File: config.mk
export PLATFORM = sky130hd
export DESIGN_NAME = pit_top
export DESIGN_NICKNAME = d
export VERILOG_FILES = /design/src/verilog/pit_pkg.sv /design/src/verilog/pit_chan_if.sv /design/src/verilog/pit_bus_decode.sv /design/src/verilog/pit_counter.sv /design/src/verilog/pit_read_mux.sv /design/src/verilog/pit_top.sv
export SDC_FILE = /design/constraint.sdc
export NUM_CORES = 1
export LEC_CHECK = 0
export BUFFER_PORTS_ARGS = -buffer_cell sky130_fd_sc_hd__buf_2
export CORE_ASPECT_RATIO = 0.5
export CORE_MARGIN = 4
export CORE_UTILIZATION = 40
export CTS_CLUSTER_SIZE = 28
export DETAILED_ROUTE_END_ITERATION = 6
export HOLD_SLACK_MARGIN = 0.05
export PLACE_DENSITY = 0.63
export SLEW_MARGIN = 20
export SYNTH_ARGS = -nofsm -noshare
export SYNTH_HDL_FRONTEND = slang
export SYNTH_SLANG_ARGS = --single-unit
File: constraint.sdc
create_clock -name WR_ -period 7.1 [get_ports WR_]
set_clock_uncertainty 0.2 [all_clocks]
set_input_delay 1.42 -clock WR_ [delete_from_list [all_inputs] [get_ports WR_]]
set_output_delay 1.42 -clock WR_ [all_outputs]
set_load 0.01 [all_outputs]
File: src/verilog/pit_pkg.sv
// Types and constants for the three-channel interval timer, imported by every RTL file
package pit_pkg;

  // Number of counter channels, one per data address
  localparam int N_CHAN = 3;

  // Control word lives at the last bus address
  localparam logic [1:0] CTRL_ADDR = 2'd3;

  // Control word layout
  localparam int SEL_LSB      = 6;  // Bits 7:6 channel select
  localparam int SEL_MSB      = 7;
  localparam int ACC_LSB_POS  = 4;  // Bits 5:4 access mode
  localparam int MODE_LSB_POS = 1;  // Bits 3:1 counter mode, bit 0 (BCD) unused

  // Supported counter modes, other codes fall back to MODE_TERM
  typedef enum logic [2:0] {
    MODE_TERM   = 3'd0,  // Interrupt on terminal count
    MODE_RATE   = 3'd2,  // Rate generator
    MODE_SQUARE = 3'd3,  // Square wave
    MODE_STROBE = 3'd4   // Software strobe
  } pit_mode_e;

  // Read/write access modes from the control word
  typedef enum logic [1:0] {
    ACC_LATCH = 2'd0,  // Counter latch command
    ACC_LSB   = 2'd1,
    ACC_MSB   = 2'd2,
    ACC_BOTH  = 2'd3   // LSB then MSB
  } pit_access_e;

endpackage

File: src/verilog/pit_chan_if.sv
// Strobe and data bundle between the bus decoder, one timer channel and the read mux
`timescale 1ns/1ps

interface pit_chan_if;

  logic       wr_en;     // Data byte for this channel
  logic       ctrl_en;   // New mode and access word
  logic       latch_en;  // Counter latch command
  logic       rd_en;     // Read of this channel
  logic [7:0] wdata;
  logic [7:0] rdata;     // Registered by the channel

  modport decode (
    output wr_en, ctrl_en, latch_en, rd_en, wdata
  );

  modport chan (
    input  wr_en, ctrl_en, latch_en, rd_en, wdata,
    output rdata
  );

  modport rmux (
    input rd_en, rdata
  );

endinterface

File: src/verilog/pit_bus_decode.sv
// Request side of the timer bus: accepts requests and sends registered strobes to one channel
`timescale 1ns/1ps

module pit_bus_decode import pit_pkg::*; (
  input  logic       WR_,
  input  logic       LOAD,
  input  logic       req_valid,
  input  logic       req_write,
  input  logic [1:0] req_addr,
  input  logic [7:0] req_wdata,
  output logic       req_ready,
  input  logic       rsp_done,
  pit_chan_if.decode chan [N_CHAN]
);

  logic       rd_pend;     // A read is in flight
  logic       accept;
  logic       is_ctrl;
  logic       ctrl_latch;
  logic [1:0] ctrl_sel;

  assign accept     = req_valid & req_ready;
  assign is_ctrl    = (req_addr == CTRL_ADDR);
  assign ctrl_sel   = req_wdata[SEL_MSB:SEL_LSB];
  assign ctrl_latch = (pit_access_e'(req_wdata[ACC_LSB_POS +: 2]) == ACC_LATCH);
  assign req_ready  = ~rd_pend;  // Stall everything while a read is outstanding

  always_ff @(posedge WR_ or posedge LOAD) begin
    if (LOAD) begin
      rd_pend <= 1'b0;
    end else if (accept && !req_write) begin
      rd_pend <= 1'b1;
    end else if (rsp_done) begin
      rd_pend <= 1'b0;
    end
  end

  for (genvar i = 0; i < N_CHAN; i++) begin : g_strobe
    logic hit_data;
    logic hit_ctrl;
    logic ctrl_rd;

    assign hit_data = accept && !is_ctrl && (req_addr == 2'(i));
    assign hit_ctrl = accept && req_write && is_ctrl && (ctrl_sel == 2'(i));
    // Control port has no read-back, channel 0 answers it with zero
    assign ctrl_rd  = accept && !req_write && is_ctrl && (i == 0);

    always_ff @(posedge WR_ or posedge LOAD) begin
      if (LOAD) begin
        chan[i].wr_en    <= 1'b0;
        chan[i].rd_en    <= 1'b0;
        chan[i].ctrl_en  <= 1'b0;
        chan[i].latch_en <= 1'b0;
      end else begin
        chan[i].wr_en    <= hit_data && req_write;
        chan[i].rd_en    <= (hit_data && !req_write) || ctrl_rd;
        chan[i].ctrl_en  <= (hit_ctrl && !ctrl_latch) || ctrl_rd;
        chan[i].latch_en <= hit_ctrl && ctrl_latch;
      end
    end

    always_ff @(posedge WR_) begin
      if (accept) begin
        chan[i].wdata <= req_wdata;
      end
    end
  end

endmodule

File: src/verilog/pit_counter.sv
// One timer channel: mode and count registers, 16-bit down counter, out logic and count latch
`timescale 1ns/1ps

module pit_counter import pit_pkg::*; (
  input  logic WR_,
  input  logic LOAD,
  input  logic tick,
  input  logic gate,
  output logic out,
  pit_chan_if.chan bus
);

  localparam int CNT_W = 16;

  pit_mode_e   mode;
  pit_mode_e   new_mode;
  pit_access_e acc;
  logic             wr_msb;       // Next ACC_BOTH write is the MSB
  logic             rd_msb;       // Next ACC_BOTH read is the MSB
  logic             load_pend;    // Complete count waiting for a tick
  logic             armed;        // Counter holds a valid count
  logic             done;         // Strobe already fired
  logic             latch_valid;
  logic [CNT_W-1:0] count_reg;
  logic [CNT_W-1:0] cnt;
  logic [CNT_W-1:0] latch;
  logic [CNT_W-1:0] rd_val;
  logic [7:0]       rd_byte;
  logic             ctrl_wr;
  logic             ctrl_rd;
  logic             data_rd;

  function automatic pit_mode_e to_mode(input logic [2:0] code);
    case (code)
      3'd2:    return MODE_RATE;
      3'd3:    return MODE_SQUARE;
      3'd4:    return MODE_STROBE;
      default: return MODE_TERM;
    endcase
  endfunction

  // Even start value for a square-wave half period, odd N gives the high half the extra tick
  function automatic logic [CNT_W-1:0] sq_load(input logic [CNT_W-1:0] n, input logic hi);
    if (!n[0]) begin
      return n;
    end
    return hi ? n + 1'b1 : n - 1'b1;
  endfunction

  assign new_mode = to_mode(bus.wdata[MODE_LSB_POS +: 3]);
  assign ctrl_wr  = bus.ctrl_en & ~bus.rd_en;
  assign ctrl_rd  = bus.ctrl_en & bus.rd_en;
  assign data_rd  = bus.rd_en & ~bus.ctrl_en;

  assign rd_val  = latch_valid ? latch : cnt;
  assign rd_byte = ((acc == ACC_MSB) || (acc == ACC_BOTH && rd_msb)) ? rd_val[15:8]
                                                                     : rd_val[7:0];

  always_ff @(posedge WR_ or posedge LOAD) begin
    if (LOAD) begin
      mode        <= MODE_TERM;
      acc         <= ACC_BOTH;
      wr_msb      <= 1'b0;
      rd_msb      <= 1'b0;
      load_pend   <= 1'b0;
      armed       <= 1'b0;
      done        <= 1'b0;
      latch_valid <= 1'b0;
      cnt         <= '0;
      out         <= 1'b0;
    end else begin
      if (tick) begin
        if (load_pend) begin                     // Loading tick
          load_pend <= 1'b0;
          armed     <= 1'b1;
          done      <= 1'b0;
          cnt       <= (mode == MODE_SQUARE) ? sq_load(count_reg, 1'b1) : count_reg;
          out       <= (mode != MODE_TERM);
        end else if (armed && gate) begin
          case (mode)
            MODE_RATE: begin
              if (cnt == 16'd1) begin
                cnt <= count_reg;                // Reload, period of N ticks
                out <= 1'b1;
              end else begin
                cnt <= cnt - 1'b1;
                out <= (cnt != 16'd2);           // Low while counter is 1
              end
            end
            MODE_SQUARE: begin
              if (cnt == 16'd2) begin
                cnt <= sq_load(count_reg, ~out);
                out <= ~out;
              end else begin
                cnt <= cnt - 2'd2;
              end
            end
            MODE_STROBE: begin
              cnt <= cnt - 1'b1;
              out <= !(cnt == 16'd1 && !done);   // Single low pulse at zero
              if (cnt == 16'd1) begin
                done <= 1'b1;
              end
            end
            default: begin
              cnt <= cnt - 1'b1;
              if (cnt == 16'd1) begin
                out <= 1'b1;                     // Terminal count, stays high
              end
            end
          endcase
        end else if (armed && mode == MODE_STROBE) begin
          out <= 1'b1;  // Strobe still ends while gated off
        end
      end

      if (ctrl_wr) begin
        mode        <= new_mode;
        acc         <= pit_access_e'(bus.wdata[ACC_LSB_POS +: 2]);
        wr_msb      <= 1'b0;
        rd_msb      <= 1'b0;
        load_pend   <= 1'b0;
        armed       <= 1'b0;
        latch_valid <= 1'b0;
        out         <= (new_mode != MODE_TERM);
      end

      if (bus.wr_en) begin
        if (acc == ACC_BOTH) begin
          wr_msb <= ~wr_msb;
          if (wr_msb) begin
            load_pend <= 1'b1;
          end
        end else begin
          load_pend <= 1'b1;
        end
      end

      if (bus.latch_en && !latch_valid) begin
        latch_valid <= 1'b1;  // Later latch commands ignored until read out
      end

      if (data_rd) begin
        if (acc == ACC_BOTH) begin
          rd_msb <= ~rd_msb;
          if (rd_msb) begin
            latch_valid <= 1'b0;
          end
        end else begin
          latch_valid <= 1'b0;
        end
      end
    end
  end

  always_ff @(posedge WR_) begin
    if (bus.wr_en) begin
      case (acc)
        ACC_LSB: count_reg <= {8'h00, bus.wdata};
        ACC_MSB: count_reg <= {bus.wdata, 8'h00};
        default: begin
          if (wr_msb) begin
            count_reg[15:8] <= bus.wdata;
          end else begin
            count_reg[7:0] <= bus.wdata;
          end
        end
      endcase
    end
    if (bus.latch_en && !latch_valid) begin
      latch <= cnt;
    end
    if (bus.rd_en) begin
      bus.rdata <= ctrl_rd ? 8'h00 : rd_byte;
    end
  end

endmodule

File: src/verilog/pit_read_mux.sv
// Response side of the timer bus: picks the strobed channel's byte and holds it until accepted
`timescale 1ns/1ps

module pit_read_mux import pit_pkg::*; (
  input  logic       WR_,
  input  logic       LOAD,
  pit_chan_if.rmux   chan [N_CHAN],
  output logic       rsp_valid,
  input  logic       rsp_ready,
  output logic [7:0] rsp_rdata,
  output logic       rsp_done
);

  localparam int IW = $clog2(N_CHAN);

  logic [N_CHAN-1:0] rd_vec;
  logic [7:0]        rdata_arr [N_CHAN];
  logic [IW-1:0]     rd_idx;
  logic [IW-1:0]     sel_q;    // Channel read last cycle
  logic              capture;  // Channel rdata is ready this cycle

  for (genvar i = 0; i < N_CHAN; i++) begin : g_gather
    assign rd_vec[i]    = chan[i].rd_en;
    assign rdata_arr[i] = chan[i].rdata;
  end

  always_comb begin
    rd_idx = '0;
    for (int k = 0; k < N_CHAN; k++) begin
      if (rd_vec[k]) begin
        rd_idx = IW'(k);
      end
    end
  end

  assign rsp_done = rsp_valid & rsp_ready;

  always_ff @(posedge WR_ or posedge LOAD) begin
    if (LOAD) begin
      capture   <= 1'b0;
      sel_q     <= '0;
      rsp_valid <= 1'b0;
    end else begin
      capture <= |rd_vec;
      if (|rd_vec) begin
        sel_q <= rd_idx;
      end
      if (capture) begin
        rsp_valid <= 1'b1;
      end else if (rsp_done) begin
        rsp_valid <= 1'b0;
      end
    end
  end

  always_ff @(posedge WR_) begin
    if (capture) begin
      rsp_rdata <= rdata_arr[sel_q];  // Held until the next read
    end
  end

endmodule

File: src/verilog/pit_top.sv
// Top level of the three-channel interval timer, with plain bus, tick, gate and out ports
`timescale 1ns/1ps

module pit_top import pit_pkg::*; (
  input  logic       WR_,
  input  logic       LOAD,
  input  logic       req_valid,
  input  logic       req_write,
  input  logic [1:0] req_addr,
  input  logic [7:0] req_wdata,
  output logic       req_ready,
  output logic       rsp_valid,
  input  logic       rsp_ready,
  output logic [7:0] rsp_rdata,
  input  logic [2:0] tick,
  input  logic [2:0] gate,
  output logic [2:0] out
);

  logic rsp_done;  // Read response taken, frees the request side

  pit_chan_if chan_if [N_CHAN] ();

  pit_bus_decode i_pit_bus_decode (
    .WR_       (WR_),
    .LOAD      (LOAD),
    .req_valid (req_valid),
    .req_write (req_write),
    .req_addr  (req_addr),
    .req_wdata (req_wdata),
    .req_ready (req_ready),
    .rsp_done  (rsp_done),
    .chan      (chan_if)
  );

  for (genvar i = 0; i < N_CHAN; i++) begin : g_chan
    pit_counter i_pit_counter (
      .WR_  (WR_),
      .LOAD (LOAD),
      .tick (tick[i]),
      .gate (gate[i]),
      .out  (out[i]),
      .bus  (chan_if[i])
    );
  end

  pit_read_mux i_pit_read_mux (
    .WR_       (WR_),
    .LOAD      (LOAD),
    .chan      (chan_if),
    .rsp_valid (rsp_valid),
    .rsp_ready (rsp_ready),
    .rsp_rdata (rsp_rdata),
    .rsp_done  (rsp_done)
  );

endmodule
Yosys cells after proc, flatten, opt, wreduce, memory -nomap -nowiden --
Cells that the tools add are included.
Word-level totals: bits in writable memories 0, output and inout bits 13, memory bits (read-only) 0, word-level logic and storage cells 420, bits in latches 0, memories kept 0, input bits 21, register bits after elaboration 237
Operators by class: bitwise operators 28, equality and inequality tests 44, divide/modulo/power cells 0, reduce and logical (&&, ||, !) cells 104, magnitude comparators 1, add/sub/neg operators 12, multiplexer cells 171, $mul 0, shift operators 0
Operator list (count):
- 2-to-1 mux 16 bit | 30
- case mux 16 bit (2 select lines) | 6
- 2-to-1 mux 1 bit | 118
- subtractor 16 x 1 -> 16 bit, second input constant | 6
- 2-to-1 mux 8 bit | 11
- adder 16 x 1 -> 16 bit, second input constant | 3
- == test 16 x 1 -> 1 bit, second input constant | 3
- == test 16 x 2 -> 1 bit, second input constant | 3
- inequality test 16 x 2 -> 1 bit, second input constant | 3
- subtractor 16 x 2 -> 16 bit, second input constant | 3
- logical AND 1 bit | 38
- nonzero test 2 bit | 17
- == test 3 x 2 -> 1 bit, second input constant | 8
- AND reduction 2 bit | 12
- AND reduction 4 bit | 6
- inequality test 7 x 4 -> 1 bit, second input constant | 3
- nonzero test 3 bit | 7
- == test 2 bit, second input constant | 9
- binary-select mux 8 bit (select 2 bit) | 1
- inverter 1 bit | 16
- inequality test 5 x 3 -> 1 bit, second input constant | 3
- == test 3 bit, second input constant | 4
- zero test 1 bit | 12
- nonzero test 4 bit | 3
- other kinds (11) | 35

Longest topological paths before layout --
Gate-level depths: netlist of run 1.
depth after elaboration 11, gate-level depth with buffers 11, depth with buffers taken out 9

By module --
From an unflattened synthesis of run 1, not the netlist that was laid out.
Unflattened totals: cells, all modules 1626, area, all modules 15747.6 um^2
Modules (own cells, without submodules):
- pit_counter (g_chan[0].i_pit_counter ...) | cells each 505, seq. area each 1904.3 um^2, instances 2, area an instance 4738.3 um^2
- pit_counter (g_chan[2].i_pit_counter) | cells each 509, seq. area each 1904.3 um^2, instances 1, area an instance 4828.4 um^2
- pit_bus_decode | cells each 65, seq. area each 565.5 um^2, instances 1, area an instance 858.3 um^2
- pit_read_mux | cells each 42, seq. area each 340.3 um^2, instances 1, area an instance 584.3 um^2

Worst setup path before layout of run 1 --
Ideal clock, no wire load.
path type reg-to-reg, from reg g_chan[0].i_pit_counter.cnt[1], to reg g_chan[0].i_pit_counter.cnt[11], buffers on the path 2, required time 6.774 ns, cell stages (with the launch flop) 12, path slack 4.130 ns, arrival 2.644 ns, clock period less this slack 2.970 ns, cell sequence dfrtp_1 > clkbuf_1 > inv_1 > ha_1 > or3b_1 > buf_2 > or2_4 > or4_4 > xnor2_1 > nor2_1 > a2111oi_4 > a221o_1
On the way: word-level cells in the longest chain between the ends 5, elaborated cells on any way between the ends 9, classes of those cells 2 x add/sub; 2 x eq/ne; 5 x mux
RTL lines:
- start: declaration | line pit_counter.sv:25 | logic [CNT_W-1:0] cnt;
- start signal: assignment | line pit_counter.sv:77 | cnt <= (mode == MODE_SQUARE) ? sq_load(count_reg, 1'b1) : count_reg;
- start signal: assignment | line pit_counter.sv:83 | cnt <= count_reg;
- start signal: assignment | line pit_counter.sv:86 | cnt <= cnt - 1'b1;
- subtractor 16 x 2 -> 16 bit, or another cell as far along | line pit_counter.sv:95 | cnt <= cnt - 2'd2;
- 2-to-1 mux 16 bit (on tied branches) | line pit_counter.sv:91, pit_counter.sv:82
- case mux 16 bit (2 select lines) (*) | line pit_counter.sv:80 | case (mode)
- 2-to-1 mux 16 bit (*) | line pit_counter.sv:79 | end else if (armed && gate) begin
- 2-to-1 mux 16 bit (*) | line pit_counter.sv:73 | if (load_pend) begin
Mark *: on every way between the ends. The rest lies on a longest branch, timed or not. The select of a mux whose other input is x is not followed. A chain may end at the register's enable or synchronous reset.

Worst setup path in the final report of run 1 --
from reg g_chan[0].i_pit_counter.cnt[5], to reg g_chan[0].i_pit_counter.cnt[7]
Same word-level chain as after synthesis.

==> out/qor.csv, run 1 <==
metric,value,unit
status,"finished, final reports clean",
min_from,i_pit_read_mux.rsp_valid,
hpwl,34010,um
p_per_area,317.5,nW/um^2
vias,13190,
peakVddDrop,0.0001979,V
post_cts_buffers,0,
yosys.area_share.simple,0.2211,
max_freq,300.2,MHz
port_buffers,33,
ys_seq_area_frac,0.4174,
comb_power_share,0.340,
syn_area,15860,um^2
hold_buffers,0,
synth_top_family_by_area,simple AND/OR/NAND/NOR gates,
ant_nets,0,
cts_tree,built,
die_w,289.6,um
cp_max_fo,16,
hold_path.class,flop to flop,
slew_headroom,0.3503,
syn_avg_cell_area,9.340,um^2
top_layer,met4,
gp_congestion,0.9400,
hold_viol,0,
clock_sinks,237,
synth_nets,1749,
yosysUniqueCellTypes,92,
cap_violations,0,
drive_gt1_frac,0.09014,
drtIter0Drc,1553,
final.period_utilization,0.4692,
wire_per_inst,21.59,um
grt_pass1_wl,74150,um
area_growth,7.219,%
critPathArrivalTime,3.54,ns
ys_warn_count,0,
die_h,148.8,um
setup_tns,0,ns
synth_top_flop_cell,edfxtp_1,
via_per_inst,6.013,
worst-setup-path-type,flop to flop,
crit_path_start,g_chan[0].i_pit_counter.cnt[5],
track_usage,0.2189,
first_global_vias,12540,
period_needed,3.331,ns
post_synth_xor_area_fraction,0.08118,
cts.clk_slew.worst_paths,0.06,ns
grt_max_degree,54,
netSwitchingFraction,0.3967,
clockPowerShare,0.228,
finalWirelength,47370,um
fin_util,0.4361,
cp-start-kind,flop,
synth-compound-area-share,0.1613,
hold_ws,0.3014,ns
core,38990,um^2
pwr-share-seq,0.432,
p_total,5.398,mW
initial_utilization,0.4068,
io_pins,34,
p_sw,2.142,mW
finalSetupViolCount,0,
wl_met1,20470,um
cts_inserted_buffers,25,
route.met3.wl,4299,um
htreeDepth,1,
synthMuxAreaShare,0.04852,
final_area,17000,um^2
drcViolationCount,0,
synth-edff-count,136,
endpoint_kind,flop,
critPathRequiredTime,7.31,ns
async_flop_share,0.4262,
rows,51,
clock-root-buffer,clkbuf_16,
grt_setup_unrepaired,no,
post_cts_resized,0,
worstMarginPinSlew,0.9671,ns
antenna_found_initial,1,
final_max_slew_viol_count,0,
p_leak,5.930,nW
fin_nets,1697,
dr.pass1.iters,6,
clock_latency,0.54,ns
syn-instance-count,1698,
dpl-instance-area,16270,um^2
clock_path_buffers,3,
dr_wl_met2,20890,um
diodes,0,
grt_overflow,0,
p_int,3.257,mW
synth_seq_cells,237,
die-area,43090,um^2
timing.rr.start,g_chan[0].i_pit_counter.cnt[5],
yosys.area_share.adder,0.02367,
[cell usage after synthesis, types with 51 or more instances]
| master | number | area [um^2] |
|---|---|---|
| a21oi_1 | 78 | 390.4 |
| clkbuf_1 | 95 | 356.6 |
| dfrtp_1 | 95 | 2377 |
| edfxtp_1 | 136 | 4084 |
| inv_1 | 60 | 225.2 |
| nand2_1 | 156 | 585.6 |
| nor2_1 | 139 | 521.8 |
| nor2b_1 | 84 | 525.5 |
| nor3_1 | 52 | 260.3 |
| o21ai_0 | 79 | 395.4 |
| xnor2_1 | 96 | 840.8 |
| xor2_1 | 51 | 446.7 |
[worst max-delay path, stage by stage, from the launching register on]
cell,delay [ns]
dfrtp_1,0.51
or3_4,0.48
nor4_2,0.39
nand3_1,0.62
nor2_2,0.54
a22oi_1,0.15
o221ai_1,0.22
nand2_1,0.10
[logic make-up after synthesis]
logic type / Yosys count
AOI/OAI and AO/OA: 390
xor gates and xnor gates: 147
adders and majority gates: 30
buffers and inverters: 186
DFF: 237
muxes: 46
and+or+nand+nor: 662
[metal layers]
metal	vias to the layer above	track usage
li1	6100	-
met1	6320	0.3094
met2	656	0.3336
met3	117	0.04931
met4	0	0.07523
met5	-	0
[layout by cell type (no fill, tap or decap), types with 14 or more instances in the layout]
master       n
a211oi_1    17
a21oi_1     78
a22oi_1     27
a31oi_1     29
buf_2       33
clkbuf_16   25
dfrtp_1     95
edfxtp_1   136
ha_1        30
inv_1       59
mux2i_1     15
mux4_2      24
nand2_1    156
nand2b_1    20
nand3_1     48
nand4_1     25
nor2_1     139
nor2b_1     84
nor3_1      52
nor4_1      33
o211ai_1    14
o21ai_0     78
o21ai_1     27
o31ai_1     15
or3_1       16
xnor2_1     96
xor2_1      51
[final cells by class]
cell class	instances	area [um^2]
Clock inverter	14	86.33
Fill cell	3736	21980
Tap cell	530	663.1
Timing Repair Buffer	45	255.2
Clock buffer	31	648.1
Multi-Input combinational cell	1275	8497
Inverter	62	235.2
Sequential cell	237	6619
[power by group through the flow]
stage	Sequential [mW]	Combinational [mW]	Clock (mW)
after floorplan	1.95	1.64	0
after global placement	2.33	1.80	0
after detailed placement	2.34	1.80	0
after CTS	2.32	1.81	1.25
after global routing	2.37	2.03	1.31
final	2.33	1.84	1.23
[stage by stage]
step	worst slack, ns	instances
2_1_floorplan	2.843	1698
6_report	3.769	2194
3_3_place_gp	3.788	2149
4_1_cts	3.828	2194
5_1_grt	3.523	2194
3_5_place_dp	3.763	2149
[final timing paths]
kind	slack [ns]	depth (start not counted)	end
setup / recovery	3.77	7	g_chan[0].i_pit_counter.cnt[7]
hold / removal	0.30	1	i_pit_read_mux.rsp_valid
max in group asynchronous	4.70	3	g_chan[1].i_pit_counter.cnt[13]
min in group asynchronous	0.76	2	g_chan[2].i_pit_counter.cnt[4]
setup reg to reg	3.77	7	g_chan[0].i_pit_counter.cnt[7]
hold reg to reg	0.30	1	i_pit_read_mux.rsp_valid
(Power assumes the default switching activity.)
==> run 2: changes to the inputs <==
- clock period: 7.1 -> 3.4 ns (I/O delays scaled with it)
==> run 2 against run 1 <==
  * Fmax increased by 9.4%
  * Routed wire length increased by 4.5%
  * Clock-buffer cell count increased by 3
  * Largest power group unchanged
  * Sequential power increased by 96%
==> out/qor.csv, run 2 (synthesis gave the netlist of run 1 again) <==
metric,value,unit,change
max_freq,328.4,MHz,+9.4%
worst-setup-path-type,flop to flop,,
grt_overflow,0,,unchanged
dpl-instance-area,16740,um^2,+2.9%
dr.pass1.iters,6,,unchanged
clock_latency,0.55,ns,about the same
clock-root-buffer,clkbuf_16,,
hold_path.class,input pin to async pin,,
p_leak,6.278,nW,+5.9%
cp-start-kind,flop,,
htreeDepth,1,,unchanged
via_per_inst,6.060,,+0.78%
r2r_end,g_chan[0].i_pit_counter.cnt[11],,
regArea,6619,um^2,unchanged
ant_nets,0,,unchanged
clock_path_buffers,3,,unchanged
core,38990,um^2,unchanged
cp_max_fo,9,,-7
area_growth,10.75,%,
status,"finished, final reports clean",,
slew_headroom,0.4047,,+0.05441
finalSetupViolCount,0,,unchanged
peakVddDrop,0.0003911,V,+98%
diodes,0,,unchanged
port_buffers,33,,unchanged
io_pins,34,,unchanged
initial_utilization,0.4068,,unchanged
final_area,17560,um^2,+3.3%
post_cts_resized,0,,unchanged
fin_nets,1760,,+3.7%
final.period_utilization,0.8957,,+0.4266
ff2ff_setup_slack,0.35,ns,-3.41 ns
setup_tns,0,ns,unchanged
cts.clk_slew.worst_paths,0.07,ns,about the same
hold_buffers,0,,unchanged
drive_gt1_frac,0.1267,,+0.03659
die-area,43090,um^2,unchanged
period_needed,3.045,ns,-0.2855 ns
rows,51,,unchanged
cts_inserted_buffers,25,,unchanged
track_usage,0.2294,,+0.01050
grt_setup_unrepaired,no,,
cts_tree,built,,
critPathArrivalTime,3.28,ns,-0.26 ns
worstMarginPinSlew,0.8929,ns,-0.07417 ns
hold_viol,0,,unchanged
post_cts_buffers,0,,unchanged
fillCellCount,3671,,-1.7%
crit_chain,inv_1 > ha_1 > or3b_1 > or2_4 > or4_4 > xnor2_1 > nor2_1 > a2111oi_4 > a221o_1,,
critPathMaxStageDelay,0.49,ns,-0.13 ns
final_common_cell,nand2_1,,
layout_common_cells,"nand2_1, nor2_1, edfxtp_1",,
wire_per_inst,21.92,um,+1.5%
critPathRequiredTime,3.63,ns,-3.68 ns
rr_worst_depth,9,,+2
first_global_vias,12850,,+2.5%
grt_pass1_wl,77300,um,+4.2%
cap_violations,0,,unchanged
p_per_area,669.4,nW/um^2,+110%
endpoint_kind,flop,,
vias,13680,,+3.7%
antenna_found_initial,0,,-1
multi_input_area,8497,um^2,unchanged
gp_congestion,1.021,,+8.6%
drtIter0Drc,1437,,-7.5%
die_h,148.8,um,unchanged
die_w,289.6,um,unchanged
clock_sinks,237,,unchanged
finalWirelength,49500,um,+4.5%
drcViolationCount,0,,unchanged
timing.rr.start,g_chan[0].i_pit_counter.cnt[2],,
slowest_stage,dfrtp_1,,
hpwl,36580,um,+7.5%
final_max_slew_viol_count,0,,unchanged
grt_max_degree,31,,-43%
[run 2: per-stage QoR]
step           cells    util  power, mW  hold slack, ns  worst slack [ns]
3_5_place_dp    2212  0.4294      8.958          0.2913            0.4061
3_3_place_gp    2212  0.4294      8.923          0.2783            0.4771
6_report        2258  0.4505      11.76         0.04820            0.3545
5_1_grt         2258  0.4505      12.41         0.09620            0.2321
2_1_floorplan   1698       -      7.505          0.2196            0.4296
4_1_cts         2258  0.4505      11.73         0.07653            0.3896
[run 2: metal layers]
| metal | share of wire | up-vias | GRT usage | wire length, um |
|---|---|---|---|---|
| met5 | 0 | - | 0 | 0 |
| li1 | - | 6220 | - | - |
| met2 | 0.44 | 679 | 0.3573 | 22010 |
| met1 | 0.44 | 6660 | 0.3265 | 21730 |
| met4 | 0.034 | 0 | 0.07035 | 1702 |
| met3 | 0.082 | 125 | 0.04336 | 4065 |
[run 2: where the power goes]
group / leakage (nW) / internal [mW] / switching (mW)
Combinational: 3.38 / 1.93 / 2.51
Sequential: 2.49 / 3.71 / 0.854
Clock: 0.401 / 1.53 / 1.23
[run 2: worst max-delay path, delay by kind of cell, from the launching register on]
family | cells | cell delay, ns
fa+ha+maj | 1 | 0.23
buf+inv | 1 | 0.12
flops | 1 | 0.49
xor+xnor | 1 | 0.13
simple gates | 4 | 1.39
compound gates | 2 | 0.35
[run 2: final cells by class]
| class | count | share of cell area |
|---|---|---|
| clock buffer | 34 | 0.04168 |
| clock inverter | 12 | 0.004987 |
| timing repair buffer | 108 | 0.04146 |
| multi-input combinational | 1275 | 0.4838 |
| inverter | 62 | 0.01346 |
| sequential | 237 | 0.3769 |
| tap | 530 | 0.03776 |
[run 2: worst max-delay path by stage]
stage / from / end / slack, ns
2_1_floorplan: g_chan[0].i_pit_counter.cnt[1] / g_chan[0].i_pit_counter.cnt[11] / 0.43
3_3_place_gp: g_chan[0].i_pit_counter.cnt[2] / g_chan[0].i_pit_counter.cnt[11] / 0.48
3_5_place_dp: g_chan[0].i_pit_counter.cnt[2] / g_chan[0].i_pit_counter.cnt[11] / 0.41
4_1_cts: g_chan[0].i_pit_counter.cnt[2] / g_chan[0].i_pit_counter.cnt[11] / 0.39
5_1_grt: g_chan[1].i_pit_counter.cnt[1] / g_chan[1].i_pit_counter.cnt[11] / 0.23
6_report: g_chan[0].i_pit_counter.cnt[2] / g_chan[0].i_pit_counter.cnt[11] / 0.35
